==> src/ctrlPkg.sv <==
`default_nettype none

package ctrlPkg;

    typedef logic [5:0] opcodeT;
    typedef logic [5:0] functT;

    localparam opcodeT opRType = 6'h00;
    localparam opcodeT opJ     = 6'h02;
    localparam opcodeT opBeq   = 6'h04;
    localparam opcodeT opBne   = 6'h05;
    localparam opcodeT opBle   = 6'h06;
    localparam opcodeT opBgt   = 6'h07;
    localparam opcodeT opAddi  = 6'h08;
    localparam opcodeT opAddiu = 6'h09;
    localparam opcodeT opSlti  = 6'h0a;
    localparam opcodeT opLui   = 6'h0f;
    localparam opcodeT opLb    = 6'h20;
    localparam opcodeT opLh    = 6'h21;
    localparam opcodeT opLw    = 6'h23;
    localparam opcodeT opSb    = 6'h28;
    localparam opcodeT opSh    = 6'h29;
    localparam opcodeT opSw    = 6'h2b;

    localparam functT fnJr   = 6'h08;
    localparam functT fnMfhi = 6'h10;
    localparam functT fnMflo = 6'h12;
    localparam functT fnMult = 6'h18;
    localparam functT fnDiv  = 6'h1a;
    localparam functT fnAdd  = 6'h20;
    localparam functT fnSub  = 6'h22;
    localparam functT fnAnd  = 6'h24;
    localparam functT fnSlt  = 6'h2a;

    typedef enum logic [3:0] {
        clsAluReg, clsAluImm, clsSetLess, clsLoadUpper, clsMoveHiLo,
        clsBranch, clsJump, clsJumpReg, clsLoad, clsStore,
        clsMultiply, clsDivide, clsIllegal
    } instrClassT;

    typedef enum logic [2:0] {
        aluPass = 3'd0, aluAdd = 3'd1, aluSub = 3'd2, aluAnd = 3'd3, aluCompare = 3'd7
    } aluOpT;

    typedef enum logic [1:0] {srcAPc = 2'd0, srcARegA = 2'd1} srcASelT;
    typedef enum logic [1:0] {srcBRegB, srcBFour, srcBImm, srcBBranchOff} srcBSelT;
    typedef enum logic [2:0] {dstRt = 3'd0, dstRd = 3'd1} regDstT;

    typedef enum logic [3:0] {
        wbAluOut = 4'd0, wbMemory = 4'd1, wbHi = 4'd2, wbLo = 4'd3,
        wbCompare = 4'd4, wbUpperImm = 4'd6
    } wbSrcT;

    typedef enum logic [2:0] {pcTrapVector, pcAluResult, pcBranchTarget, pcJumpTarget} pcSrcT;

    // vector slots follow the datapath mux order
    typedef enum logic [2:0] {
        iordPc = 3'd0, iordAluResult = 3'd1, iordAluOut = 3'd2,
        iordIllegalVec = 3'd3, iordOverflowVec = 3'd4, iordDivZeroVec = 3'd5
    } iordSelT;

    typedef enum logic [1:0] {sizeNone, sizeWord, sizeHalf, sizeByte} accessSizeT;
    typedef enum logic [1:0] {brEqual, brNotEqual, brLessEqual, brGreater} branchKindT;
    typedef enum logic [1:0] {trapNone, trapOverflow, trapIllegal, trapDivZero} trapCauseT;

    typedef struct packed {
        logic overflow;
        logic equal;
        logic greater;
        logic multStop;
        logic divStop;
        logic divZero;
    } cpuFlagsT;

    typedef struct packed {
        instrClassT instrClass;
        aluOpT      aluOp;
        srcBSelT    srcBSel;
        regDstT     regDst;
        wbSrcT      wbSrc;
        accessSizeT accessSize;
        branchKindT branchKind;
        logic       overflowCheck;
        logic       hiLoSel;    // 0 mult, 1 div
    } decodedOpT;

    typedef struct packed {
        logic       memWrite;
        logic       pcWrite;
        logic       irWrite;
        logic       regWrite;
        logic       abWrite;
        logic       hiLoWrite;
        logic       aluOutWrite;
        logic       epcWrite;
        logic       multStart;
        logic       divStart;
        aluOpT      aluOp;
        srcASelT    srcASel;
        srcBSelT    srcBSel;
        regDstT     regDst;
        wbSrcT      wbSrc;
        pcSrcT      pcSrc;
        iordSelT    iordSel;
        logic       hiLoSel;
        accessSizeT loadSize;
        accessSizeT storeSize;
    } ctrlWordT;

    localparam decodedOpT illegalOp = '{
        instrClass: clsIllegal, aluOp: aluPass, srcBSel: srcBRegB, regDst: dstRt,
        wbSrc: wbAluOut, accessSize: sizeNone, branchKind: brEqual,
        overflowCheck: 1'b0, hiLoSel: 1'b0
    };

    localparam ctrlWordT ctrlIdle = '{
        memWrite: 1'b0, pcWrite: 1'b0, irWrite: 1'b0, regWrite: 1'b0,
        abWrite: 1'b0, hiLoWrite: 1'b0, aluOutWrite: 1'b0, epcWrite: 1'b0,
        multStart: 1'b0, divStart: 1'b0,
        aluOp: aluPass, srcASel: srcAPc, srcBSel: srcBRegB, regDst: dstRt,
        wbSrc: wbAluOut, pcSrc: pcTrapVector, iordSel: iordPc, hiLoSel: 1'b0,
        loadSize: sizeNone, storeSize: sizeNone
    };

endpackage

`default_nettype wire
==> src/mipsControl.sv <==
`timescale 1ns/1ps
`default_nettype none

module mipsControl #(
    parameter int memWaitCycles = 2
) (
    input  wire                    clk,
    input  wire                    reset,
    input  wire ctrlPkg::opcodeT   opcode,
    input  wire ctrlPkg::functT    funct,
    input  wire ctrlPkg::cpuFlagsT flags,
    output ctrlPkg::ctrlWordT      ctrl
);

    ctrlPkg::decodedOpT decoded;
    logic               branchTaken;
    logic               overflowTrap;

    instrDecoder instrDecoder_i (
        .opcode  (opcode),
        .funct   (funct),
        .decoded (decoded)
    );

    // runs alongside the decoder output, no extra cycle
    condResolver condResolver_i (
        .decoded      (decoded),
        .flags        (flags),
        .branchTaken  (branchTaken),
        .overflowTrap (overflowTrap)
    );

    ctrlSequencer #(
        .memWaitCycles (memWaitCycles)
    ) ctrlSequencer_i (
        .clk          (clk),
        .reset        (reset),
        .decoded      (decoded),
        .flags        (flags),
        .branchTaken  (branchTaken),
        .overflowTrap (overflowTrap),
        .ctrl         (ctrl)
    );

endmodule

`default_nettype wire

==> src/ctrlSequencer.sv <==
`timescale 1ns/1ps
`default_nettype none

module ctrlSequencer #(
    parameter int memWaitCycles = 2
) (
    input  wire                     clk,
    input  wire                     reset,
    input  wire ctrlPkg::decodedOpT decoded,
    input  wire ctrlPkg::cpuFlagsT  flags,
    input  wire                     branchTaken,
    input  wire                     overflowTrap,
    output ctrlPkg::ctrlWordT       ctrl
);

    localparam int cntW = $clog2(memWaitCycles + 1);
    localparam logic [cntW-1:0] waitLoad = cntW'(memWaitCycles - 1);

    typedef enum logic [4:0] {
        stFetch1, stFetch2, stFetch3, stDecode1, stDecode2, stExecute,
        stAluCheck, stBranch, stStoreAddr, stMemWait, stLoadWb, stStoreWrite,
        stUnitWait, stHiLo, stTrapVec, stTrapPc, stClosing
    } stateT;

    stateT              state;
    stateT              stateNext;
    logic [cntW-1:0]    waitCnt;
    logic [cntW-1:0]    waitCntNext;
    ctrlPkg::trapCauseT cause;
    ctrlPkg::trapCauseT causeNext;
    ctrlPkg::trapCauseT trapCause;
    ctrlPkg::ctrlWordT  ctrlNext;
    logic               trapReq;
    logic               unitStop;

    assign unitStop = decoded.hiLoSel ? flags.divStop : flags.multStop;

    always_comb begin
        stateNext = state;
        waitCntNext = waitCnt;
        causeNext = cause;
        trapReq = 1'b0;
        trapCause = ctrlPkg::trapNone;
        // selects hold, strobes last one cycle
        ctrlNext = ctrl;
        ctrlNext.memWrite = 1'b0;
        ctrlNext.pcWrite = 1'b0;
        ctrlNext.irWrite = 1'b0;
        ctrlNext.regWrite = 1'b0;
        ctrlNext.abWrite = 1'b0;
        ctrlNext.hiLoWrite = 1'b0;
        ctrlNext.aluOutWrite = 1'b0;
        ctrlNext.epcWrite = 1'b0;
        ctrlNext.multStart = 1'b0;
        ctrlNext.divStart = 1'b0;

        case (state)
            stFetch1: begin
                ctrlNext = ctrlPkg::ctrlIdle;
                ctrlNext.srcBSel = ctrlPkg::srcBFour;
                ctrlNext.aluOp = ctrlPkg::aluAdd;   // pc + 4
                stateNext = stFetch2;
            end
            stFetch2: begin
                ctrlNext.pcWrite = 1'b1;
                ctrlNext.pcSrc = ctrlPkg::pcAluResult;
                stateNext = stFetch3;
            end
            stFetch3: begin
                ctrlNext.irWrite = 1'b1;
                stateNext = stDecode1;
            end
            stDecode1: begin
                // branch target computed early into aluOut
                ctrlNext.srcBSel = ctrlPkg::srcBBranchOff;
                ctrlNext.aluOutWrite = 1'b1;
                stateNext = stDecode2;
            end
            stDecode2: begin
                ctrlNext.abWrite = 1'b1;
                stateNext = stExecute;
            end
            stExecute: begin
                ctrlNext.srcASel = ctrlPkg::srcARegA;
                ctrlNext.srcBSel = decoded.srcBSel;
                ctrlNext.aluOp = decoded.aluOp;
                ctrlNext.regDst = decoded.regDst;
                ctrlNext.wbSrc = decoded.wbSrc;
                stateNext = stClosing;
                case (decoded.instrClass)
                    ctrlPkg::clsAluReg, ctrlPkg::clsAluImm: begin
                        ctrlNext.aluOutWrite = 1'b1;
                        stateNext = stAluCheck;
                    end
                    ctrlPkg::clsSetLess, ctrlPkg::clsLoadUpper, ctrlPkg::clsMoveHiLo: begin
                        ctrlNext.regWrite = 1'b1;
                    end
                    ctrlPkg::clsBranch: stateNext = stBranch;
                    ctrlPkg::clsJump: begin
                        ctrlNext.pcWrite = 1'b1;
                        ctrlNext.pcSrc = ctrlPkg::pcJumpTarget;
                    end
                    ctrlPkg::clsJumpReg: begin
                        ctrlNext.pcWrite = 1'b1;
                        ctrlNext.pcSrc = ctrlPkg::pcAluResult;   // rs passed through
                    end
                    ctrlPkg::clsLoad: begin
                        ctrlNext.iordSel = ctrlPkg::iordAluResult;
                        waitCntNext = waitLoad;
                        stateNext = stMemWait;
                    end
                    ctrlPkg::clsStore: begin
                        ctrlNext.aluOutWrite = 1'b1;
                        stateNext = stStoreAddr;
                    end
                    ctrlPkg::clsMultiply: begin
                        ctrlNext.multStart = 1'b1;
                        stateNext = stUnitWait;
                    end
                    ctrlPkg::clsDivide: begin
                        ctrlNext.divStart = 1'b1;
                        stateNext = stUnitWait;
                    end
                    default: begin
                        trapReq = 1'b1;
                        trapCause = ctrlPkg::trapIllegal;
                    end
                endcase
            end
            stAluCheck: begin
                if (overflowTrap) begin
                    trapReq = 1'b1;
                    trapCause = ctrlPkg::trapOverflow;
                end else begin
                    ctrlNext.regWrite = 1'b1;
                    ctrlNext.wbSrc = ctrlPkg::wbAluOut;
                    stateNext = stClosing;
                end
            end
            stBranch: begin
                if (branchTaken) begin
                    ctrlNext.pcWrite = 1'b1;
                    ctrlNext.pcSrc = ctrlPkg::pcBranchTarget;
                end
                stateNext = stClosing;
            end
            stStoreAddr: begin
                ctrlNext.iordSel = ctrlPkg::iordAluOut;
                waitCntNext = waitLoad;
                stateNext = stMemWait;
            end
            stMemWait: begin
                if (waitCnt != '0) begin
                    waitCntNext = waitCnt - 1'b1;
                end else if (cause != ctrlPkg::trapNone) begin
                    stateNext = stTrapPc;
                end else if (decoded.instrClass == ctrlPkg::clsLoad) begin
                    stateNext = stLoadWb;
                end else begin
                    stateNext = stStoreWrite;
                end
            end
            stLoadWb: begin
                ctrlNext.regWrite = 1'b1;
                ctrlNext.loadSize = decoded.accessSize;
                stateNext = stClosing;
            end
            stStoreWrite: begin
                ctrlNext.memWrite = 1'b1;
                ctrlNext.storeSize = decoded.accessSize;
                stateNext = stClosing;
            end
            stUnitWait: begin
                if (decoded.instrClass == ctrlPkg::clsDivide && flags.divZero) begin
                    trapReq = 1'b1;
                    trapCause = ctrlPkg::trapDivZero;
                end else if (unitStop) begin
                    stateNext = stHiLo;
                end
            end
            stHiLo: begin
                ctrlNext.hiLoWrite = 1'b1;
                ctrlNext.hiLoSel = decoded.hiLoSel;
                stateNext = stClosing;
            end
            stTrapVec: begin
                case (cause)
                    ctrlPkg::trapOverflow: ctrlNext.iordSel = ctrlPkg::iordOverflowVec;
                    ctrlPkg::trapDivZero:  ctrlNext.iordSel = ctrlPkg::iordDivZeroVec;
                    default:               ctrlNext.iordSel = ctrlPkg::iordIllegalVec;
                endcase
                ctrlNext.loadSize = ctrlPkg::sizeByte;   // handler address is one byte
                waitCntNext = waitLoad;
                stateNext = stMemWait;
            end
            stTrapPc: begin
                ctrlNext.pcWrite = 1'b1;
                ctrlNext.pcSrc = ctrlPkg::pcTrapVector;
                stateNext = stClosing;
            end
            stClosing: begin
                ctrlNext = ctrlPkg::ctrlIdle;
                causeNext = ctrlPkg::trapNone;
                stateNext = stFetch1;
            end
            default: begin
                ctrlNext = ctrlPkg::ctrlIdle;
                stateNext = stFetch1;
            end
        endcase

        if (trapReq) begin
            // epc gets pc - 4
            ctrlNext.srcASel = ctrlPkg::srcAPc;
            ctrlNext.srcBSel = ctrlPkg::srcBFour;
            ctrlNext.aluOp = ctrlPkg::aluSub;
            ctrlNext.epcWrite = 1'b1;
            causeNext = trapCause;
            stateNext = stTrapVec;
        end
    end

    always_ff @(posedge clk) begin
        if (reset) begin
            state <= stFetch1;
            waitCnt <= '0;
            cause <= ctrlPkg::trapNone;
            ctrl <= ctrlPkg::ctrlIdle;
        end else begin
            state <= stateNext;
            waitCnt <= waitCntNext;
            cause <= causeNext;
            ctrl <= ctrlNext;
        end
    end

endmodule

`default_nettype wire

==> src/condResolver.sv <==
`timescale 1ns/1ps
`default_nettype none

module condResolver (
    input  wire ctrlPkg::decodedOpT decoded,
    input  wire ctrlPkg::cpuFlagsT  flags,
    output logic                    branchTaken,
    output logic                    overflowTrap
);

    always_comb begin
        case (decoded.branchKind)
            ctrlPkg::brEqual:     branchTaken = flags.equal;
            ctrlPkg::brNotEqual:  branchTaken = !flags.equal;
            ctrlPkg::brLessEqual: branchTaken = !flags.greater;
            default:              branchTaken = flags.greater;   // bgt
        endcase
    end

    // addiu and and never trap even if the ALU flags it
    assign overflowTrap = flags.overflow && decoded.overflowCheck;

endmodule

`default_nettype wire

==> src/instrDecoder.sv <==
`timescale 1ns/1ps
`default_nettype none

module instrDecoder (
    input  wire ctrlPkg::opcodeT    opcode,
    input  wire ctrlPkg::functT     funct,
    output ctrlPkg::decodedOpT      decoded
);

    // low two opcode bits give the access size for loads and stores
    function automatic ctrlPkg::accessSizeT sizeOf(input ctrlPkg::opcodeT op);
        case (op[1:0])
            2'd0:    return ctrlPkg::sizeByte;
            2'd1:    return ctrlPkg::sizeHalf;
            default: return ctrlPkg::sizeWord;
        endcase
    endfunction

    always_comb begin
        decoded = ctrlPkg::illegalOp;
        case (opcode)
            ctrlPkg::opRType: begin
                decoded.regDst = ctrlPkg::dstRd;
                case (funct)
                    ctrlPkg::fnAdd, ctrlPkg::fnSub: begin
                        decoded.instrClass = ctrlPkg::clsAluReg;
                        decoded.aluOp = (funct == ctrlPkg::fnAdd) ? ctrlPkg::aluAdd : ctrlPkg::aluSub;
                        decoded.overflowCheck = 1'b1;
                    end
                    ctrlPkg::fnAnd: begin
                        decoded.instrClass = ctrlPkg::clsAluReg;
                        decoded.aluOp = ctrlPkg::aluAnd;
                    end
                    ctrlPkg::fnSlt: begin
                        decoded.instrClass = ctrlPkg::clsSetLess;
                        decoded.aluOp = ctrlPkg::aluCompare;
                        decoded.wbSrc = ctrlPkg::wbCompare;
                    end
                    ctrlPkg::fnMfhi, ctrlPkg::fnMflo: begin
                        decoded.instrClass = ctrlPkg::clsMoveHiLo;
                        decoded.wbSrc = (funct == ctrlPkg::fnMfhi) ? ctrlPkg::wbHi : ctrlPkg::wbLo;
                    end
                    ctrlPkg::fnJr:   decoded.instrClass = ctrlPkg::clsJumpReg;
                    ctrlPkg::fnMult: decoded.instrClass = ctrlPkg::clsMultiply;
                    ctrlPkg::fnDiv: begin
                        decoded.instrClass = ctrlPkg::clsDivide;
                        decoded.hiLoSel = 1'b1;
                    end
                    default: decoded.instrClass = ctrlPkg::clsIllegal;   // unknown funct traps
                endcase
            end
            ctrlPkg::opAddi, ctrlPkg::opAddiu: begin
                decoded.instrClass = ctrlPkg::clsAluImm;
                decoded.aluOp = ctrlPkg::aluAdd;
                decoded.srcBSel = ctrlPkg::srcBImm;
                decoded.overflowCheck = (opcode == ctrlPkg::opAddi);
            end
            ctrlPkg::opSlti: begin
                decoded.instrClass = ctrlPkg::clsSetLess;
                decoded.aluOp = ctrlPkg::aluCompare;
                decoded.srcBSel = ctrlPkg::srcBImm;
                decoded.wbSrc = ctrlPkg::wbCompare;
            end
            ctrlPkg::opLui: begin
                decoded.instrClass = ctrlPkg::clsLoadUpper;
                decoded.wbSrc = ctrlPkg::wbUpperImm;
            end
            ctrlPkg::opBeq, ctrlPkg::opBne, ctrlPkg::opBle, ctrlPkg::opBgt: begin
                decoded.instrClass = ctrlPkg::clsBranch;
                decoded.aluOp = ctrlPkg::aluCompare;
                decoded.branchKind = ctrlPkg::branchKindT'(opcode[1:0]);   // beq..bgt in order
            end
            ctrlPkg::opJ: decoded.instrClass = ctrlPkg::clsJump;
            ctrlPkg::opLw, ctrlPkg::opLh, ctrlPkg::opLb: begin
                decoded.instrClass = ctrlPkg::clsLoad;
                decoded.aluOp = ctrlPkg::aluAdd;
                decoded.srcBSel = ctrlPkg::srcBImm;
                decoded.wbSrc = ctrlPkg::wbMemory;
                decoded.accessSize = sizeOf(opcode);
            end
            ctrlPkg::opSw, ctrlPkg::opSh, ctrlPkg::opSb: begin
                decoded.instrClass = ctrlPkg::clsStore;
                decoded.aluOp = ctrlPkg::aluAdd;
                decoded.srcBSel = ctrlPkg::srcBImm;
                decoded.accessSize = sizeOf(opcode);
            end
            default: decoded.instrClass = ctrlPkg::clsIllegal;
        endcase
    end

endmodule

`default_nettype wire

==> config.mk <==
export PLATFORM = sky130hd
export DESIGN_NAME = mipsControl
export DESIGN_NICKNAME = d
export VERILOG_FILES = /design/src/ctrlPkg.sv /design/src/mipsControl.sv /design/src/ctrlSequencer.sv /design/src/condResolver.sv /design/src/instrDecoder.sv
export SDC_FILE = /design/constraint.sdc
export NUM_CORES = 1
export LEC_CHECK = 0
export BUFFER_PORTS_ARGS = -buffer_cell sky130_fd_sc_hd__buf_4
export CAP_MARGIN = 0
export CORE_MARGIN = 3
export CORE_UTILIZATION = 40
export CTS_CLUSTER_DIAMETER = 30
export CTS_CLUSTER_SIZE = 20
export DETAILED_ROUTE_END_ITERATION = 6
export PLACE_DENSITY = 0.69
export SETUP_SLACK_MARGIN = 0.2
export SYNTH_ARGS = -nofsm -noshare
export SYNTH_HDL_FRONTEND = slang
export SYNTH_SLANG_ARGS = --single-unit
==> constraint.sdc <==
create_clock -name clk -period 2.4 [get_ports clk]
set_input_delay 0 -clock clk [delete_from_list [all_inputs] [get_ports clk]]
set_output_delay 0 -clock clk [all_outputs]
set_load 0.02 [all_outputs]
==> results of run 1 <==
## metal layers
layer / global-route usage [%] / part of all wire [%] / vias up
met1: 31.2 / 46 / 1437
met5: 0 / 0 / -
li1: - / - / 1509
met4: 7.14 / 3.1 / 0
met2: 31.4 / 42 / 186
met3: 3.60 / 8.3 / 21
## kinds of logic (layout without fill, tap and decap cells)
logic type                 Yosys count  after routing  share of synthesized area, %
adders and majority gates            1              1                         0.442
other                                1              5                         0.132
DFF                                 39             39                          27.6
xor gates and xnor gates             4              4                          1.24
AOI/OAI and AO/OA                  119            119                          27.2
and+or+nand+nor                    188            188                          34.7
buffers and inverters               43             75                          7.33
muxes                                4              4                          1.46
## through the flow
stage               setup WS (ns)  power, mW  hold slack, ns
global placement            0.272       1.50           0.396
detailed placement          0.234       1.51           0.401
global route                0.241       2.20           0.102
finish                      0.361       2.10           0.103
floorplan                   0.453       1.29           0.184
CTS                         0.214       2.08          0.0990
## path summary, 6_finish.rpt
check / end / slack, ns / depth (start not counted)
setup / recovery: ctrlSequencer_i.waitCnt[1] / 0.36 / 6
hold / removal: ctrlSequencer_i.ctrl[11] / 0.10 / 2
hold reg to reg: ctrlSequencer_i.ctrl[2] / 0.45 / 2
setup reg to reg: ctrlSequencer_i.waitCnt[1] / 0.36 / 6
## layout make-up
cell class                      instances  share of cell area [%]
Tap cell                               96                    3.57
Timing Repair Buffer                   60                    13.4
Inverter                                7                   0.782
Multi-Input combinational cell        321                    55.3
Clock buffer                            6                    2.46
Sequential cell                        39                    23.4
Clock inverter                          2                    1.04
## cells in the final DEF, fill, tap and decap left out, types with 5 or more instances in the layout
master    count
nor3_1       12
dfxtp_2       5
nand3_1       9
clkbuf_8      6
dfxtp_1      34
and3_1        5
inv_1         6
nand2b_1     12
nor2b_1       9
o21ai_0      23
nor3b_1       7
a31oi_1       7
or2_2         5
a21oi_1      38
conb_1        5
nor2_1       52
nand4_1       6
buf_4        60
a22oi_1       7
nand2_1      42
## state kept, by name (all words and copies together) (netlist names)
signal	cells
ctrlSequencer_i.ctrl	30
ctrlSequencer_i.state	5
ctrlSequencer_i.cause	2
ctrlSequencer_i.waitCnt	2
## power by group
part	total, mW	internal, mW	switching [mW]
sequential	0.790	0.700	0.0898
combinational	0.733	0.284	0.448
clock	0.576	0.337	0.240
## worst register-to-register path, cell delays in order, from the launching register on
cell      delay [ns]
dfxtp_2         0.39
buf_4           0.22
nand2b_1        0.19
or2_2           0.32
a221o_1         0.36
or3_1           0.35
a21oi_1         0.15
## synth_stat cells, types with 4 or more instances
library cell | number | area share (%)
and3_1 | 5 | 1.1
dfxtp_1 | 39 | 28
nor2b_1 | 9 | 2.0
or3_1 | 4 | 0.88
a21oi_1 | 38 | 6.7
o21ai_0 | 23 | 4.1
o211ai_1 | 4 | 1.1
inv_1 | 6 | 0.79
nor3b_1 | 7 | 1.9
clkbuf_1 | 18 | 2.4
nand4_1 | 6 | 1.3
nand2_1 | 42 | 5.6
nand2b_1 | 12 | 2.7
nand3_1 | 9 | 1.6
a211oi_1 | 4 | 1.1
a31oi_1 | 7 | 1.5
buf_2 | 7 | 1.2
buf_4 | 8 | 2.1
nor3_1 | 12 | 2.1
or2_2 | 5 | 1.1
a22oi_1 | 7 | 1.9
nor2_1 | 52 | 6.9
==> impl_metrics.csv, run 1 <==
group,metric,value,unit
cells_and_area,fin_nets,455,
worst_hold_path,hp-class,"primary input to flop",
cells_and_area,postLayoutCellArea,3360,um2
power_and_ir_drop,leakagePower,1.29,nW
global_route,overflow,0,
detailed_routing,antenna_left,0,
clock_tree,clkLatencyLatePin,0.29,ns
clock_tree,post_cts_buffers,0,
sta,skew,0.00568,ns
clock_tree,h-tree-depth,2,
sta,fin_crit_sh,85.0,%
flow_run,max_cap_violations,0,
clock_tree,hold_buffers,0,
floorplan,die-area,8130,um2
synthesis,yosysSeqAreaShare,27.6,%
sta,hold_viol_final,0,
clock_tree,cts_buffer_depth,2,
clock_tree,ctsResizeCount,0,
power_and_ir_drop,power_density,625,nW/um2
detailed_routing,drt_iter0_drc,397,
clock_tree,clock-root-buffer,"clkbuf_8",
sta,worst_slew_pin_slew,0.507,ns
critical_path,max_stage_delay,0.39,ns
cells_and_area,register_area,787,um2
floorplan,rows,30,
place,io_buffers,49,
global_route,grt_first_pass_wirelength,14500,um
critical_path,crit_type,"flop to flop",
detailed_routing,routed-via-count,3153,
detailed_routing,drc,0,
critical_path,slowest_stage,"dfxtp_2",
critical_path,path_cells,"buf_4, nand2b_1, or2_2, a221o_1, or3_1, a21oi_1",
synthesis,syn_area,2830,um2
floorplan,die_h,90.2,um
sta,fmax,0.490,GHz
detailed_routing,vias_per_cell,5.94,
cells_and_area,n_fill_cell,727,
detailed_routing,wire_per_inst,16.5,um
synthesis,synthArstFlopShare,0,%
floorplan,num_io_pins,55,
critical_path,worstPathMaxFanout,20,
clock_tree,cts_tree,"yes",
critical_path,rr_startpoint,"ctrlSequencer_i.state[3]",
sta,drv_slew,0,
sta,fin_crit,2.04,ns
floorplan,core_area,6830,um2
synthesis,yosysUniqueCellTypes,69,
cells_and_area,multi_input_area,1860,um2
synthesis,ys_warn_count,0,
floorplan,die_w,90.2,um
place,dpl.hpwl,6570,um
critical_path,endpoint_kind,"flop",
cells_and_area,final_util,49.2,%
cells_and_area,final_cells,531,
power_and_ir_drop,max-vdd-ir-drop,281,uV
detailed_routing,drtPass1Iterations,6,
place,placed_area,3240,um2
clock_tree,cts_inserted_buffers,5,
synthesis,ys.flop_type,"dfxtp_1",
status,outcome,"finished clean",
global_route,grt_pass1_vias,2786,
critical_path,critPathLaunch,"ctrlSequencer_i.state[3]",
global_route,grt.total_usage,21.3,%
clock_tree,clk_pin_slew_worst_paths,0.08,ns
sta,slew_headroom,66.1,%
synthesis,netlist_instances,399,
place,gp_congestion,0.928,
place,dp.cells,523,
critical_path,crit_family,"simple AND/OR/NAND/NOR gates",
synthesis,syn_avg_cell_area,7.10,um2
synthesis,synth-seq-cells,39,
critical_path,cp_num_buf_inv,1,
global_route,grt_start_max_net_pins,34,
worst_hold_path,min_from,"reset",
clock_tree,clkSinkCount,39,
sta,fin_tns_setup,0,ns
cells_and_area,areaGrowthSynthToFinish,18.6,%
detailed_routing,routed_wl,8780,um
synthesis,synth_edf_count,0,
sta,rsz0062_at_grt,"false",
critical_path,cp_data_required_time,2.62,ns
cells_and_area,drive_gt1_share,21.1,%
global_route,grt_antenna_before_repair,0,
floorplan,start_util,41.5,%
critical_path,crit_path_start_kind,"flop",
sta,setup_viol,0,
cells_and_area,n_antenna_cell,0,
critical_path,arrival,2.26,ns
No activity file was read; power rests on OpenSTA's default activity.
==> inputs of run 2 (changes only) <==
clock period = 2 ns   (was 2.4 ns; I/O delays follow)
==> impl_metrics.csv, run 2 (synthesized netlist as in run 1, its figures left out) <==
group,metric,value,unit
sta,hold_viol_final,0,
cells_and_area,largest_register_ffs,30,
critical_path,slowest_stage,"or3_1",
sta,drv_slew,0,
floorplan,core_area,6830,um2
detailed_routing,antenna_left,0,
place,io_buffers,49,
clock_tree,cts_inserted_buffers,5,
power_and_ir_drop,leakagePower,1.46,nW
place,gp_congestion,1.03,
critical_path,max_stage_delay,0.36,ns
global_route,grt_pass1_vias,2971,
detailed_routing,routed.top_layer,"met4",
cells_and_area,n_fill_cell,679,
cells_and_area,fin_nets,488,
cells_and_area,areaGrowthSynthToFinish,30.2,%
power_and_ir_drop,power_density,741,nW/um2
critical_path,cp_num_buf_inv,1,
critical_path,path_cells,"buf_4, nand2b_4, or2_4, a221o_1, or3_1, a21oi_1",
floorplan,start_util,41.5,%
sta,fin_crit_sh,88.4,%
clock_tree,clkLatencyLatePin,0.30,ns
detailed_routing,vias_per_cell,6.05,
cells_and_area,final_cell_mix,"89 x buf_4, 50 x nor2_1, 42 x nand2_1",
critical_path,endpoint_kind,"flop",
clock_tree,clk_pin_slew_worst_paths,0.08,ns
critical_path,crit_path_start_kind,"flop",
sta,setup_viol,0,
floorplan,die_w,90.2,um
cells_and_area,top_regs,"ctrlSequencer_i.ctrl x30, ctrlSequencer_i.state x5",
floorplan,rows,30,
critical_path,worstPathMaxFanout,3,
cells_and_area,regMostFlops,"ctrlSequencer_i.ctrl",
clock_tree,h-tree-depth,2,
critical_path,crit_family,"simple AND/OR/NAND/NOR gates",
worst_hold_path,holdPathEnd,"ctrlSequencer_i.cause[1]",
worst_hold_path,hold-path-cell-count,3,
clock_tree,cts_buffer_depth,2,
sta,rsz0062_at_grt,"true",
global_route,overflow,0,
detailed_routing,drtPass1Iterations,5,
critical_path,cp_data_required_time,2.24,ns
place,dpl.hpwl,7110,um
global_route,grt.total_usage,22.7,%
clock_tree,hold_buffers,0,
worst_hold_path,hp-class,"primary input to flop",
place,placed_area,3420,um2
floorplan,die-area,8130,um2
power_and_ir_drop,max-vdd-ir-drop,541,uV
detailed_routing,wl_met3,849,um
clock_tree,cts_tree,"yes",
detailed_routing,wire_per_inst,17.3,um
critical_path,r2r_slack,0.23,ns
global_route,grt_antenna_before_repair,0,
clock_tree,clkSinkCount,39,
sta,fin_tns_setup,0,ns
flow_run,max_cap_violations,0,
floorplan,num_io_pins,55,
detailed_routing,drc,0,
cells_and_area,drive_gt1_share,28.7,%
critical_path,worst_r2r_path_depth,6,
cells_and_area,final_common_cell,"buf_4",
sta,fin_crit,1.77,ns
global_route,grt_first_pass_wirelength,15200,um
sta,fmax,0.566,GHz
worst_hold_path,min_from,"flags[0]",
detailed_routing,wl_met2,4320,um
critical_path,timing.rr.end,"ctrlSequencer_i.waitCnt[1]",
detailed_routing,routed-via-count,3406,
sta,skew,0.00902,ns
critical_path,arrival,2.01,ns
critical_path,crit_type,"flop to flop",
clock_tree,clock-root-buffer,"clkbuf_8",
detailed_routing,wl_met1,4230,um
status,outcome,"finished clean",
critical_path,rr_startpoint,"ctrlSequencer_i.state[3]",
detailed_routing,drt_iter0_drc,443,
detailed_routing,routed_wl,9750,um
floorplan,die_h,90.2,um
cells_and_area,postLayoutCellArea,3690,um2
cells_and_area,n_antenna_cell,0,
global_route,grt_start_max_net_pins,34,
run 2: per-layer routing:
layer	global-route usage, %	vias to the layer above
li1	-	1578
met1	32.0	1600
met2	33.4	199
met3	4.35	29
met4	10.3	0
met5	0	-
run 2: final cells by class:
| type | count | area [um2] | area share [%] |
|---|---|---|---|
| multi-input combinational | 321 | 1930 | 52.2 |
| timing repair buffer | 93 | 716 | 19.4 |
| clock inverter | 2 | 37.5 | 1.02 |
| sequential | 39 | 793 | 21.5 |
| clock buffer | 5 | 68.8 | 1.87 |
| inverter | 7 | 26.3 | 0.713 |
| tap | 96 | 120 | 3.26 |
run 2: how the worst max path moves through the flow:
stage                             start                          to  depth (start not counted)
2_1_floorplan  ctrlSequencer_i.state[1]  ctrlSequencer_i.waitCnt[1]                          8
3_3_place_gp                  opcode[1]    ctrlSequencer_i.ctrl[12]                          8
3_5_place_dp                  opcode[1]  ctrlSequencer_i.waitCnt[1]                          8
4_1_cts        ctrlSequencer_i.state[3]  ctrlSequencer_i.waitCnt[1]                          6
5_1_grt        ctrlSequencer_i.state[0]    ctrlSequencer_i.ctrl[23]                          7
6_report       ctrlSequencer_i.state[3]  ctrlSequencer_i.waitCnt[1]                          6
run 2: report_power, final:
group,internal [mW],total (mW),leakage [nW],switching [mW]
Sequential,0.843,0.900,0.319,0.0568
Clock,0.365,0.663,0.0502,0.299
Combinational,0.500,1.17,1.10,0.667
run 2: worst register-to-register path, stage by stage, from the launching register on:
cell and delay, ns:
dfxtp_2 0.34, buf_4 0.14, nand2b_4 0.14, or2_4 0.24, a221o_1 0.35, or3_1 0.36, a21oi_1 0.14
run 2: stage by stage:
step	utilization [%]	hold slack (ns)	setup slack (ns)	total power, mW	std cells
2_1_floorplan	-	0.184	0.144	1.58	403
3_3_place_gp	50.0	0.394	0.0708	1.91	546
3_5_place_dp	50.0	0.393	0.0372	1.92	546
4_1_cts	52.4	0.0741	0.174	2.62	558
5_1_grt	54.0	0.0744	0.137	2.87	563
6_report	54.0	0.0612	0.232	2.73	563
run 2: timing repair:
action	4_1_cts	5_1_grt
cloned	0	0
endpoints found under the hold margin	0	0
gates resized for setup	8	13
setup endpoints to repair	13	12
setup buffers	5	5
pin swaps	4	15
